$ cat src/axil_pkg.sv
// AXI-Lite bus types and the byte-strobe merge helper shared by the CLINT channels
package axil_pkg;

	typedef logic [31:0] addr_t;
	typedef logic [31:0] data_t;
	typedef logic [3:0]  strb_t;
	typedef logic [1:0]  resp_t;

	localparam resp_t RESP_OKAY   = 2'd0;
	localparam resp_t RESP_SLVERR = 2'd2;

	// read data beat, data in the upper bits
	typedef struct packed {
		data_t data;
		resp_t resp;
	} r_beat_t;

	typedef struct packed {
		data_t data;
		strb_t strb;
	} w_beat_t;

	// replace only the bytes enabled in the strobe
	function automatic data_t strb_merge(data_t old_data, w_beat_t beat);
		data_t merged;
		merged = old_data;
		for (int i = 0; i < $bits(strb_t); i++) begin
			if (beat.strb[i]) begin
				merged[8*i +: 8] = beat.data[8*i +: 8];
			end
		end
		return merged;
	endfunction

endpackage
$ cat src/clint_pkg.sv
// CLINT register map, timer type, register select and FSM states used across the CLINT
package clint_pkg;

	typedef logic [63:0] mtime_t;

	// offsets from the CLINT base, single hart
	localparam axil_pkg::addr_t OFS_MSIP        = 32'h0000_0000;
	localparam axil_pkg::addr_t OFS_MTIMECMP_LO = 32'h0000_4000;
	localparam axil_pkg::addr_t OFS_MTIMECMP_HI = 32'h0000_4004;
	localparam axil_pkg::addr_t OFS_MTIME_LO    = 32'h0000_bff8;
	localparam axil_pkg::addr_t OFS_MTIME_HI    = 32'h0000_bffc;

	typedef enum logic [2:0] {
		SEL_NONE,
		SEL_MSIP,
		SEL_CMP_LO,
		SEL_CMP_HI,
		SEL_TIME_LO,
		SEL_TIME_HI
	} reg_sel_t;

	// one decoded register write, en is a single-cycle strobe
	typedef struct packed {
		logic              en;
		reg_sel_t          sel;
		axil_pkg::w_beat_t beat;
	} reg_wr_t;

	typedef enum logic {
		RD_IDLE,
		RD_RESP
	} rd_state_t;

	typedef enum logic {
		WR_IDLE,
		WR_RESP
	} wr_state_t;

endpackage

$ cat src/clint_top.sv
// CLINT top level for one hart; AXI-Lite slave port in, msip and mtip levels out
`timescale 1ns/10ps

module clint_top #(
	parameter axil_pkg::addr_t CLINT_BASE = 32'h0200_0000,
	parameter int              TICK_DIV   = 4
) (
	input  logic              clk,
	input  logic              rst,
	input  axil_pkg::addr_t   araddr,
	input  logic              arvalid,
	output logic              arready,
	output axil_pkg::r_beat_t r,
	output logic              rvalid,
	input  logic              rready,
	input  axil_pkg::addr_t   awaddr,
	input  logic              awvalid,
	output logic              awready,
	input  axil_pkg::w_beat_t w,
	input  logic              wvalid,
	output logic              wready,
	output axil_pkg::resp_t   bresp,
	output logic              bvalid,
	input  logic              bready,
	output logic              msip,
	output logic              mtip
);

	axil_pkg::addr_t     rd_addr;
	logic                rd_hit;
	axil_pkg::data_t     rd_data;
	axil_pkg::addr_t     wr_addr;
	clint_pkg::reg_sel_t wr_sel;
	logic                wr_hit;
	clint_pkg::reg_wr_t  wr_req;
	clint_pkg::reg_wr_t  time_wr;
	clint_pkg::mtime_t   mtime_value;
	clint_pkg::mtime_t   mtimecmp;

	clint_read_fsm i_read_fsm (
		.clk, .rst,
		.araddr, .arvalid, .arready,
		.r, .rvalid, .rready,
		.rd_addr, .rd_hit, .rd_data
	);

	clint_write_fsm i_write_fsm (
		.clk, .rst,
		.awaddr, .awvalid, .awready,
		.w, .wvalid, .wready,
		.bresp, .bvalid, .bready,
		.wr_addr, .wr_sel, .wr_hit, .wr_req
	);

	clint_regs #(
		.CLINT_BASE(CLINT_BASE)
	) i_regs (
		.clk, .rst,
		.rd_addr, .rd_hit, .rd_data,
		.wr_addr, .wr_sel, .wr_hit, .wr_req,
		.mtime_value, .mtimecmp, .time_wr, .msip
	);

	clint_mtime #(
		.TICK_DIV(TICK_DIV)
	) i_mtime (
		.clk, .rst,
		.time_wr, .mtimecmp, .mtime_value, .mtip
	);

endmodule

$ cat src/clint_write_fsm.sv
// AXI-Lite write channel of the CLINT; takes AW and W together and returns the B response
`timescale 1ns/10ps

module clint_write_fsm (
	input  logic                clk,
	input  logic                rst,
	input  axil_pkg::addr_t     awaddr,
	input  logic                awvalid,
	output logic                awready,
	input  axil_pkg::w_beat_t   w,
	input  logic                wvalid,
	output logic                wready,
	output axil_pkg::resp_t     bresp,
	output logic                bvalid,
	input  logic                bready,
	output axil_pkg::addr_t     wr_addr,
	input  clint_pkg::reg_sel_t wr_sel,
	input  logic                wr_hit,
	output clint_pkg::reg_wr_t  wr_req
);

	clint_pkg::wr_state_t state;
	logic                 ready_q;
	axil_pkg::resp_t      bresp_q;
	logic                 aw_fire;
	logic                 b_fire;

	// address and data must arrive in the same cycle
	assign aw_fire = awvalid && wvalid && ready_q;
	assign b_fire  = bvalid && bready;

	assign wr_addr = awaddr;

	// register file updates on the accepting edge
	assign wr_req.en   = aw_fire;
	assign wr_req.sel  = wr_sel;
	assign wr_req.beat = w;

	always_ff @(posedge clk) begin
		if (rst) begin
			state   <= clint_pkg::WR_IDLE;
			ready_q <= 1'b0;
		end else begin
			case (state)
				clint_pkg::WR_IDLE: begin
					if (aw_fire) begin
						state   <= clint_pkg::WR_RESP;
						ready_q <= 1'b0;
					end else begin
						ready_q <= 1'b1;
					end
				end
				clint_pkg::WR_RESP: begin
					if (b_fire) begin
						state   <= clint_pkg::WR_IDLE;
						ready_q <= 1'b1;
					end
				end
				default: state <= clint_pkg::WR_IDLE;
			endcase
		end
	end

	always_ff @(posedge clk) begin
		if (aw_fire) begin
			bresp_q <= wr_hit ? axil_pkg::RESP_OKAY : axil_pkg::RESP_SLVERR;
		end
	end

	assign awready = ready_q;
	assign wready  = ready_q;
	assign bvalid  = (state == clint_pkg::WR_RESP);
	assign bresp   = bresp_q;

	// no new write is accepted while a response is pending
	a_no_accept_in_resp: assert property (@(posedge clk) disable iff (rst)
		!(awready && bvalid));

	// response held under back-pressure
	a_b_stable: assert property (@(posedge clk) disable iff (rst)
		(bvalid && !bready) |=> (bvalid && $stable(bresp)));

endmodule

$ cat src/clint_read_fsm.sv
// AXI-Lite read channel of the CLINT; samples the register data at the AR handshake
`timescale 1ns/10ps

module clint_read_fsm (
	input  logic              clk,
	input  logic              rst,
	input  axil_pkg::addr_t   araddr,
	input  logic              arvalid,
	output logic              arready,
	output axil_pkg::r_beat_t r,
	output logic              rvalid,
	input  logic              rready,
	output axil_pkg::addr_t   rd_addr,
	input  logic              rd_hit,
	input  axil_pkg::data_t   rd_data
);

	clint_pkg::rd_state_t state;
	logic                 arready_q;
	axil_pkg::r_beat_t    r_q;
	logic                 ar_fire;
	logic                 r_fire;

	assign ar_fire = arvalid && arready_q;
	assign r_fire  = rvalid && rready;

	// decode is done in the register file
	assign rd_addr = araddr;

	always_ff @(posedge clk) begin
		if (rst) begin
			state     <= clint_pkg::RD_IDLE;
			arready_q <= 1'b0;
		end else begin
			case (state)
				clint_pkg::RD_IDLE: begin
					if (ar_fire) begin
						state     <= clint_pkg::RD_RESP;
						arready_q <= 1'b0;
					end else begin
						arready_q <= 1'b1;
					end
				end
				clint_pkg::RD_RESP: begin
					// no new address until the data has gone out
					if (r_fire) begin
						state     <= clint_pkg::RD_IDLE;
						arready_q <= 1'b1;
					end
				end
				default: state <= clint_pkg::RD_IDLE;
			endcase
		end
	end

	always_ff @(posedge clk) begin
		if (state == clint_pkg::RD_IDLE && ar_fire) begin
			if (rd_hit) begin
				r_q.data <= rd_data;
				r_q.resp <= axil_pkg::RESP_OKAY;
			end else begin
				r_q.data <= '0;
				r_q.resp <= axil_pkg::RESP_SLVERR;
			end
		end
	end

	assign arready = arready_q;
	assign rvalid  = (state == clint_pkg::RD_RESP);
	assign r       = r_q;

	a_rvalid_after_ar: assert property (@(posedge clk) disable iff (rst)
		$rose(rvalid) |-> $past(arvalid && arready));

	// beat held under back-pressure
	a_r_stable: assert property (@(posedge clk) disable iff (rst)
		(state == clint_pkg::RD_RESP && !rready) |=>
		(state == clint_pkg::RD_RESP && $stable(r)));

endmodule

$ cat src/clint_regs.sv
// CLINT register file: address decode, msip and mtimecmp storage, mtime forwarding, read mux
`timescale 1ns/10ps

module clint_regs #(
	parameter axil_pkg::addr_t CLINT_BASE = 32'h0200_0000
) (
	input  logic                 clk,
	input  logic                 rst,
	input  axil_pkg::addr_t      rd_addr,
	output logic                 rd_hit,
	output axil_pkg::data_t      rd_data,
	input  axil_pkg::addr_t      wr_addr,
	output clint_pkg::reg_sel_t  wr_sel,
	output logic                 wr_hit,
	input  clint_pkg::reg_wr_t   wr_req,
	input  clint_pkg::mtime_t    mtime_value,
	output clint_pkg::mtime_t    mtimecmp,
	output clint_pkg::reg_wr_t   time_wr,
	output logic                 msip
);

	clint_pkg::reg_sel_t rd_sel;
	logic                msip_q;
	clint_pkg::mtime_t   mtimecmp_q;

	function automatic clint_pkg::reg_sel_t decode(axil_pkg::addr_t addr);
		clint_pkg::reg_sel_t sel;
		case (addr)
			CLINT_BASE + clint_pkg::OFS_MSIP:        sel = clint_pkg::SEL_MSIP;
			CLINT_BASE + clint_pkg::OFS_MTIMECMP_LO: sel = clint_pkg::SEL_CMP_LO;
			CLINT_BASE + clint_pkg::OFS_MTIMECMP_HI: sel = clint_pkg::SEL_CMP_HI;
			CLINT_BASE + clint_pkg::OFS_MTIME_LO:    sel = clint_pkg::SEL_TIME_LO;
			CLINT_BASE + clint_pkg::OFS_MTIME_HI:    sel = clint_pkg::SEL_TIME_HI;
			default:                                 sel = clint_pkg::SEL_NONE;
		endcase
		return sel;
	endfunction

	assign rd_sel = decode(rd_addr);
	assign rd_hit = (rd_sel != clint_pkg::SEL_NONE);
	assign wr_sel = decode(wr_addr);
	assign wr_hit = (wr_sel != clint_pkg::SEL_NONE);

	always_ff @(posedge clk) begin
		if (rst) begin
			msip_q     <= 1'b0;
			mtimecmp_q <= '1;
		end else if (wr_req.en) begin
			case (wr_req.sel)
				clint_pkg::SEL_MSIP: begin
					// only bit 0 is implemented
					if (wr_req.beat.strb[0]) begin
						msip_q <= wr_req.beat.data[0];
					end
				end
				clint_pkg::SEL_CMP_LO:
					mtimecmp_q[31:0] <= axil_pkg::strb_merge(mtimecmp_q[31:0], wr_req.beat);
				clint_pkg::SEL_CMP_HI:
					mtimecmp_q[63:32] <= axil_pkg::strb_merge(mtimecmp_q[63:32], wr_req.beat);
				default: ;
			endcase
		end
	end

	// timer writes go on to clint_mtime
	always_comb begin
		time_wr    = wr_req;
		time_wr.en = wr_req.en && (wr_req.sel == clint_pkg::SEL_TIME_LO ||
			wr_req.sel == clint_pkg::SEL_TIME_HI);
	end

	always_comb begin
		case (rd_sel)
			clint_pkg::SEL_MSIP:    rd_data = {31'd0, msip_q};
			clint_pkg::SEL_CMP_LO:  rd_data = mtimecmp_q[31:0];
			clint_pkg::SEL_CMP_HI:  rd_data = mtimecmp_q[63:32];
			clint_pkg::SEL_TIME_LO: rd_data = mtime_value[31:0];
			clint_pkg::SEL_TIME_HI: rd_data = mtime_value[63:32];
			default:                rd_data = '0;
		endcase
	end

	assign mtimecmp = mtimecmp_q;
	assign msip     = msip_q;

endmodule

$ cat src/clint_mtime.sv
// machine timer mtime with tick prescaler, software load and the registered mtip compare
`timescale 1ns/10ps

module clint_mtime #(
	parameter int TICK_DIV = 4
) (
	input  logic             clk,
	input  logic             rst,
	input  clint_pkg::reg_wr_t time_wr,
	input  clint_pkg::mtime_t  mtimecmp,
	output clint_pkg::mtime_t  mtime_value,
	output logic             mtip
);

	// at least one bit even when every cycle is a tick
	localparam int PW = (TICK_DIV > 1) ? $clog2(TICK_DIV) : 1;

	clint_pkg::mtime_t mtime_q;
	logic [PW-1:0]     presc_q;
	logic              tick;
	logic              load;
	logic              mtip_q;

	assign tick = (presc_q == PW'(TICK_DIV - 1));
	assign load = time_wr.en;

	always_ff @(posedge clk) begin
		if (rst) begin
			mtime_q <= '0;
			presc_q <= '0;
			mtip_q  <= 1'b0;
		end else begin
			mtip_q <= (mtime_q >= mtimecmp);
			if (load) begin
				// a load restarts the prescaler
				presc_q <= '0;
				if (time_wr.sel == clint_pkg::SEL_TIME_HI) begin
					mtime_q[63:32] <= axil_pkg::strb_merge(mtime_q[63:32], time_wr.beat);
				end else begin
					mtime_q[31:0] <= axil_pkg::strb_merge(mtime_q[31:0], time_wr.beat);
				end
			end else if (tick) begin
				presc_q <= '0;
				mtime_q <= mtime_q + 64'd1;
			end else begin
				presc_q <= presc_q + PW'(1);
			end
		end
	end

	assign mtime_value = mtime_q;
	assign mtip        = mtip_q;

	// only a software load may move the timer backwards
	a_mtime_monotonic: assert property (@(posedge clk) disable iff (rst)
		(!$past(rst) && !$past(load)) |-> (mtime_q >= $past(mtime_q)));

endmodule

$ cat config.mk
export PLATFORM = sky130hd
export DESIGN_NAME = clint_top
export DESIGN_NICKNAME = d
export VERILOG_FILES = /design/src/axil_pkg.sv /design/src/clint_pkg.sv /design/src/clint_top.sv /design/src/clint_write_fsm.sv /design/src/clint_read_fsm.sv /design/src/clint_regs.sv /design/src/clint_mtime.sv
export SDC_FILE = /design/constraint.sdc
export NUM_CORES = 1
export LEC_CHECK = 0
export BUFFER_PORTS_ARGS = -buffer_cell sky130_fd_sc_hd__buf_2
export CORE_ASPECT_RATIO = 0.8
export CORE_MARGIN = 4
export CORE_UTILIZATION = 40
export DETAILED_ROUTE_END_ITERATION = 6
export SLEW_MARGIN = 10
export SYNTH_ARGS = -nofsm -noshare
export SYNTH_HDL_FRONTEND = slang
export SYNTH_SLANG_ARGS = --single-unit
$ cat constraint.sdc
create_clock -name clk -period 3.4 [get_ports clk]
set_clock_uncertainty 0.1 [all_clocks]
set_input_delay 0.34 -clock clk [delete_from_list [all_inputs] [get_ports clk]]
set_output_delay 0.34 -clock clk [all_outputs]
set_load 0.05 [all_outputs]
==> impl_metrics.ini, run 1 <==
[outcome]
status = completed

[job]
drv_cap = 0

[placed_design]
dp_hpwl_um = 26900
place.gp.congestion = 0.904
io_buffers = 147
dp_slack_ps = 392

[floorplanning]
num_rows = 53
die_y_um = 155
die_area_um2 = 29800
die_x_um = 192
core-area_um2 = 26500
num_io_pins = 150
start_util_pct = 40.9

[critical_path]
cp_slowest_cell = o41ai_1
r2r-end = i_mtime.mtip
crit_buf_inv = 1
critPathLaunch = i_mtime.mtime_value[0]
r2r_slack_ps = 400
crit_cells = 8
crit_fanout = 5
worst_ep_required_time_ps = 3670
r2r_cells = 8
cp.arrival_ps = 3270
cp-end-kind = flip-flop
critPathLaunchType = flip-flop
critPathKind = flip-flop to flip-flop
r2r_start = i_mtime.mtime_value[0]
crit_chain = inv_1, ha_1, nand2b_1, a2111o_1, a221oi_1, o41ai_1, a2111oi_0, nor2_1
critPathTopFamily = compound AO/OA/AOI/OAI gates
crit_path_max_incr_delay_ps = 1070
critical_path.endpoint = i_mtime.mtip

[synthesis]
ys_ff_latch = 170
yosys.area.top_type_share_pct = 25.2
netlist_area_um2 = 10800
async_flop_share_pct = 0
yosysSeqAreaShare_pct = 34.6
yosys.area.top_type = dfxtp_1
synth_area_leaders = dfxtp_1 (25%), edfxtp_1 (9.4%), mux2i_1 (8.1%), ha_1 (7.6%), nand2_1 (5.0%)
syn_area_per_cell_um2 = 8.57
postSynthCellCount = 1263
synth_cell_types = 79
synth_edf_count = 34
synthFlopType = dfxtp_1
yosys_warnings = 0

[routing]
routed_wl_um = 36300
ant_nets = 0
vias_per_cell = 6.00
drt_iter0_drc = 1038
drc = 0
dr.pass1.iters = 5
avgRoutedWirePerCell_um = 20.5
num_vias = 10623

[global_routing]
antenna_found_initial = 1
grt_pass1_wl_um = 56800
grt_pass1_vias = 9983
grt.total_usage_pct = 24.1
grt_max_degree = 38
grt_remaining_overflow = 0

[power]
cellLeakagePower_nw = 5.48
powerDensity_nw_per_um2 = 366
peakVddDrop_mv = 0.378

[cts]
path_clk_slew_ps = 70
clock-sinks = 170
clk_path_buf_depth = 2
clk-insertion-delay-late_ps = 450
postCtsSetupBuffers = 0
postCtsHoldBufs = 0
postCtsResizedCells = 0
cts_max_level = 4
cts_tree = built
cts_made_buffers = 17
clock-root-buffer = clkbuf_16

[timing]
fin_crit_ps = 3000
grt_setup_unrepaired = no
fmax_ghz = 0.333
slew_headroom_pct = 10.3
slew_viol_final = 0
hold_viol_final = 0
setup_ws_ps = 398
setup_violations = 0
finalCritPeriodShare_pct = 88.3
worst_slew_pin_slew_ps = 1330
fin_tns_setup_ps = 0

[layout]
syn_to_final_growth_pct = 17.8
layout-drive-gt1-share_pct = 19.3
fin_nets = 1574
antenna_cells = 0

[worst_hold_path]
hp-class = input port to flip-flop
power breakdown:
group / leakage (nW) / internal, mW / switching, mW / total, mW
combinational: 3.77 / 0.108 / 0.276 / 0.384
sequential: 1.40 / 2.08 / 0.0116 / 2.09
clock: 0.321 / 1.32 / 0.879 / 2.19
per-stage QoR:
step / total power [mW] / hold slack, ps / utilization [%] / instance area, um^2 / std cells
6_report: 4.67 / 45.3 / 48.2 / 12700 / 1771
5_1_grt: 4.81 / 61.3 / 48.2 / 12700 / 1771
4_1_cts: 4.70 / 35.6 / 48.2 / 12700 / 1771
3_3_place_gp: 2.52 / 321 / 45.7 / 12100 / 1739
2_1_floorplan: 2.36 / 307 / - / 10800 / 1264
3_5_place_dp: 2.52 / 326 / 45.7 / 12100 / 1739
cell usage in the layout, fill, tap and decap left out, types with 31 or more instances in the layout:
cell type / instances
a21oi_1: 82
buf_2: 147
buf_4: 47
dfxtp_1: 136
edfxtp_1: 34
ha_1: 66
inv_1: 76
mux2i_1: 88
nand2_1: 143
nand3_1: 31
nand4_1: 44
nor2_1: 44
nor4_1: 32
o211ai_1: 44
o21ai_0: 67
o22ai_1: 42
worst reg2reg max path, cell delays in order, from the launching register on:
cell	delay [ps]
dfxtp_1	500
inv_1	130
ha_1	290
nand2b_1	120
a2111o_1	170
a221oi_1	110
o41ai_1	1070
a2111oi_0	270
nor2_1	170
cells by family after synthesis:
kind of cell    after synthesis  share of synthesized area, %
compound gates              366                          22.9
xor+xnor                      1                        0.0809
fa+ha+maj                    66                          7.63
buf+inv                     158                          6.24
flops                       170                          34.6
mux                          88                          8.14
other cells                   1                        0.0347
simple gates                413                          20.4
routing by layer:
metal	vias up	part of all wire (%)	track usage, %
li1	5086	-	-
met1	5083	48	36.0
met2	412	43	35.3
met3	42	7.7	5.14
met4	0	1.4	5.71
met5	-	0	0
how the worst min path moves through the flow:
| stage | from | end | slack, ps | cells after the start |
|---|---|---|---|---|
| detailed placement | i_mtime.presc_q[0] | i_mtime.presc_q[0] | 330 | 1 |
| CTS | w[24] | i_regs.mtimecmp[20] | 40 | 3 |
| global placement | i_mtime.presc_q[0] | i_mtime.presc_q[0] | 320 | 1 |
| global route | w[24] | i_regs.mtimecmp[20] | 60 | 3 |
| floorplan | i_mtime.presc_q[0] | i_mtime.presc_q[0] | 310 | 1 |
| finish | w[24] | i_regs.mtimecmp[20] | 50 | 3 |
layout make-up:
cell class | instances | area, um^2
Clock buffer | 24 | 567
Clock inverter | 8 | 97.6
Fill cell | 2599 | 13700
Inverter | 77 | 289
Multi-Input combinational cell | 936 | 6420
Sequential cell | 170 | 3740
Tap cell | 357 | 447
Timing Repair Buffer | 199 | 1190
Yosys cell counts (all sizes together), types with 7 or more instances:
| cell type | number |
|---|---|
| a211oi | 30 |
| a21o | 10 |
| a21oi | 82 |
| a221oi | 7 |
| a31o | 10 |
| a31oi | 15 |
| a32o | 9 |
| and2 | 9 |
| and3 | 8 |
| and4 | 18 |
| buf | 28 |
| clkbuf | 53 |
| dfxtp | 136 |
| edfxtp | 34 |
| ha | 66 |
| inv | 77 |
| mux2i | 88 |
| nand2 | 143 |
| nand2b | 9 |
| nand3 | 35 |
| nand4 | 45 |
| nor2 | 45 |
| nor3 | 27 |
| nor4 | 35 |
| o211ai | 44 |
| o21ai | 69 |
| o22ai | 42 |
| o32ai | 7 |
| o41ai | 8 |
| or3 | 10 |
| or4 | 8 |
flip-flops by register name, summed over array words and instances, names as in the netlist:
signal               cells
i_write_fsm.awready      1
i_write_fsm.bresp        1
i_read_fsm.r            33
i_regs.msip              1
i_mtime.presc_q          2
i_mtime.mtip             1
i_mtime.mtime_value     64
i_write_fsm.bvalid       1
i_regs.mtimecmp         64
i_read_fsm.rvalid        1
i_read_fsm.arready       1
(Power assumes the default switching activity.)
==> inputs of run 2 (changes only) <==
--- a/config.mk
+++ b/config.mk
@@ -13,4 +13,5 @@
 export SLEW_MARGIN = 10
 export SYNTH_ARGS = -nofsm -noshare
 export SYNTH_HDL_FRONTEND = slang
+export SYNTH_HIERARCHICAL = 1
 export SYNTH_SLANG_ARGS = --single-unit
==> run 2 against run 1 <==
- area after synthesis is 13% higher
- cell area grew 4.0%
- sequential power hardly changed
- synthesized cell count rose by 15%
- power is 2.4% higher
- non-clock buffer count grew 15
- global-route usage fell by 1.9 points
==> impl_metrics.ini, run 2 <==
[timing]
slew_headroom_pct = 28.8
setup_violations = 0
fin_tns_setup_ps = 0
fmax_ghz = 0.330
fin_crit_ps = 3030
setup_ws_ps = 370
hold_viol_final = 0
slew_viol_final = 0
grt_setup_unrepaired = no
worst_slew_pin_slew_ps = 1070
finalCritPeriodShare_pct = 89.1

[power]
cellLeakagePower_nw = 6.01
powerDensity_nw_per_um2 = 361
peakVddDrop_mv = 0.299

[outcome]
status = completed

[routing]
highest_layer = met4
vias_per_cell = 5.89
dr_wl_met3_um = 2800
drc = 0
routed_wl_um = 37900
wl_met2_um = 16300
ant_nets = 0
num_vias = 11123
avgRoutedWirePerCell_um = 20.1
drt_iter0_drc = 1197
dr.pass1.iters = 6
wl_met1_um = 18100

[floorplanning]
num_rows = 56
die_y_um = 164
core-area_um2 = 29600
die_x_um = 203
start_util_pct = 41.1
die_area_um2 = 33300
num_io_pins = 150

[placed_design]
dp_slack_ps = 18.2
io_buffers = 147
place.gp.congestion = 0.922
dp_hpwl_um = 27800
place_area_um2 = 12600
dpl.cell_count = 1859

[layout]
nFillCells = 2954
antenna_cells = 0
instances_no_fill = 1890
final_common_cell = buf_2
finalInstanceArea_um2 = 13300
post-route-util_pct = 44.7
layout-drive-gt1-share_pct = 20.1
fin_nets = 1645
syn_to_final_growth_pct = 8.83
most-common-layout-cells = buf_2 (146), dfxtp_1 (136), nand2_1 (104)

[synthesis]
yosysSeqAreaShare_pct = 30.7
syn_nets = 1627
netlist_area_um2 = 12200
synth_mux_area_share_pct = 3.88
yosys_warnings = 6
synth.most_common_cell = buf_4
synthFlopType = dfxtp_1
synthAdderAreaFrac_pct = 6.78
synth_edf_count = 34
synthSimpleGateAreaFrac_pct = 23.6
synth_cell_types = 84
synthTopCellsByCount = buf_4 (148), dfxtp_1 (136), nand2_1 (104)
yosys.area.top_type = dfxtp_1
ys_ff_latch = 170
synth_top_family_by_area = simple AND/OR/NAND/NOR gates
synth_area_leaders = dfxtp_1 (22%), buf_4 (9.1%), edfxtp_1 (8.4%), ha_1 (6.8%), a211o_1 (4.7%)
synth_xor_xnor_area_share_pct = 0
syn_area_per_cell_um2 = 8.38
yosys.area.top_type_share_pct = 22.4
async_flop_share_pct = 0
synth_compound_area_share_pct = 20.7
postSynthCellCount = 1454

[critical_path]
critPathLaunchType = input port
r2r_slack_ps = 450
critPathKind = input port to flip-flop
r2r-end = i_mtime/mtime_value[62]
r2r_start = i_mtime/mtime_value[2]
crit_fanout = 16
critPathLaunch = awaddr[26]
critical_path.endpoint = i_mtime/mtime_value[16]
cp-end-kind = flip-flop
cp.arrival_ps = 3230
r2r_cells = 6
worst_ep_required_time_ps = 3600

[cts]
cts_max_level = 4
clock-sinks = 170
clk_path_buf_depth = 2
postCtsHoldBufs = 0
postCtsSetupBuffers = 0
cts_made_buffers = 17
path_clk_slew_ps = 60
postCtsResizedCells = 0
clock-root-buffer = clkbuf_16
cts_tree = built
clk-insertion-delay-late_ps = 440

[global_routing]
grt.total_usage_pct = 22.2
grt_pass1_vias = 10327
antenna_found_initial = 0
grt_max_degree = 72
grt_pass1_wl_um = 58800
grt_remaining_overflow = 0

[worst_hold_path]
hp-class = input port to flip-flop

[job]
drv_cap = 0
run 2: cell families after synthesis:
group	count (synthesis)
AND/OR/NAND/NOR	520
AO/OA/AOI/OAI	349
flip-flops	170
multiplexers	47
other	2
adder cells (fa/ha/maj)	66
buffers and inverters	300
run 2: routing by layer:
metal	vias up	global-route usage, %
li1	5272	-
met3	40	3.87
met1	5371	33.3
met5	-	0
met4	0	5.58
met2	440	33.1
run 2: worst min path at each step:
stage / startpoint / endpoint / slack, ps / cells after the start
after floorplan: rst / i_read_fsm/arready / 300 / 1
after global placement: i_mtime/presc_q[0] / i_mtime/presc_q[0] / 320 / 1
after detailed placement: i_mtime/presc_q[0] / i_mtime/presc_q[0] / 330 / 1
after CTS: w[10] / i_regs/mtimecmp[6] / 60 / 2
after global routing: w[10] / i_regs/mtimecmp[6] / 80 / 2
final: w[10] / i_regs/mtimecmp[6] / 70 / 2
run 2: worst max-delay path, cell delays in order:
cell and delay, ps:
buf_2 90, or4_1 550, nor4_1 270, buf_4 210, and3b_1 210, nor2_1 530
a21o_1 560, a21bo_2 280, a22oi_1 130, nor2_1 50
run 2: per-stage QoR:
step	hold slack (ps)	power [mW]
after global placement	319	2.63
after CTS	62.1	4.81
after floorplan	305	2.54
after global routing	76.4	4.95
final	71.5	4.78
after detailed placement	327	2.63
run 2: final cells by class:
type / instances / area, um^2 / area share, %
Clock buffer: 25 / 527 / 3.97
Clock inverter: 6 / 130 / 0.982
Inverter: 85 / 319 / 2.41
Multi-Input combinational cell: 984 / 6720 / 50.7
Sequential cell: 170 / 3740 / 28.2
Tap cell: 406 / 508 / 3.83
Timing Repair Buffer: 214 / 1300 / 9.84
run 2: power breakdown:
part,internal [mW],total [mW],switching (mW)
combinational,0.149,0.473,0.324
sequential,2.10,2.12,0.0250
clock,1.37,2.19,0.821
total,3.61,4.78,1.17
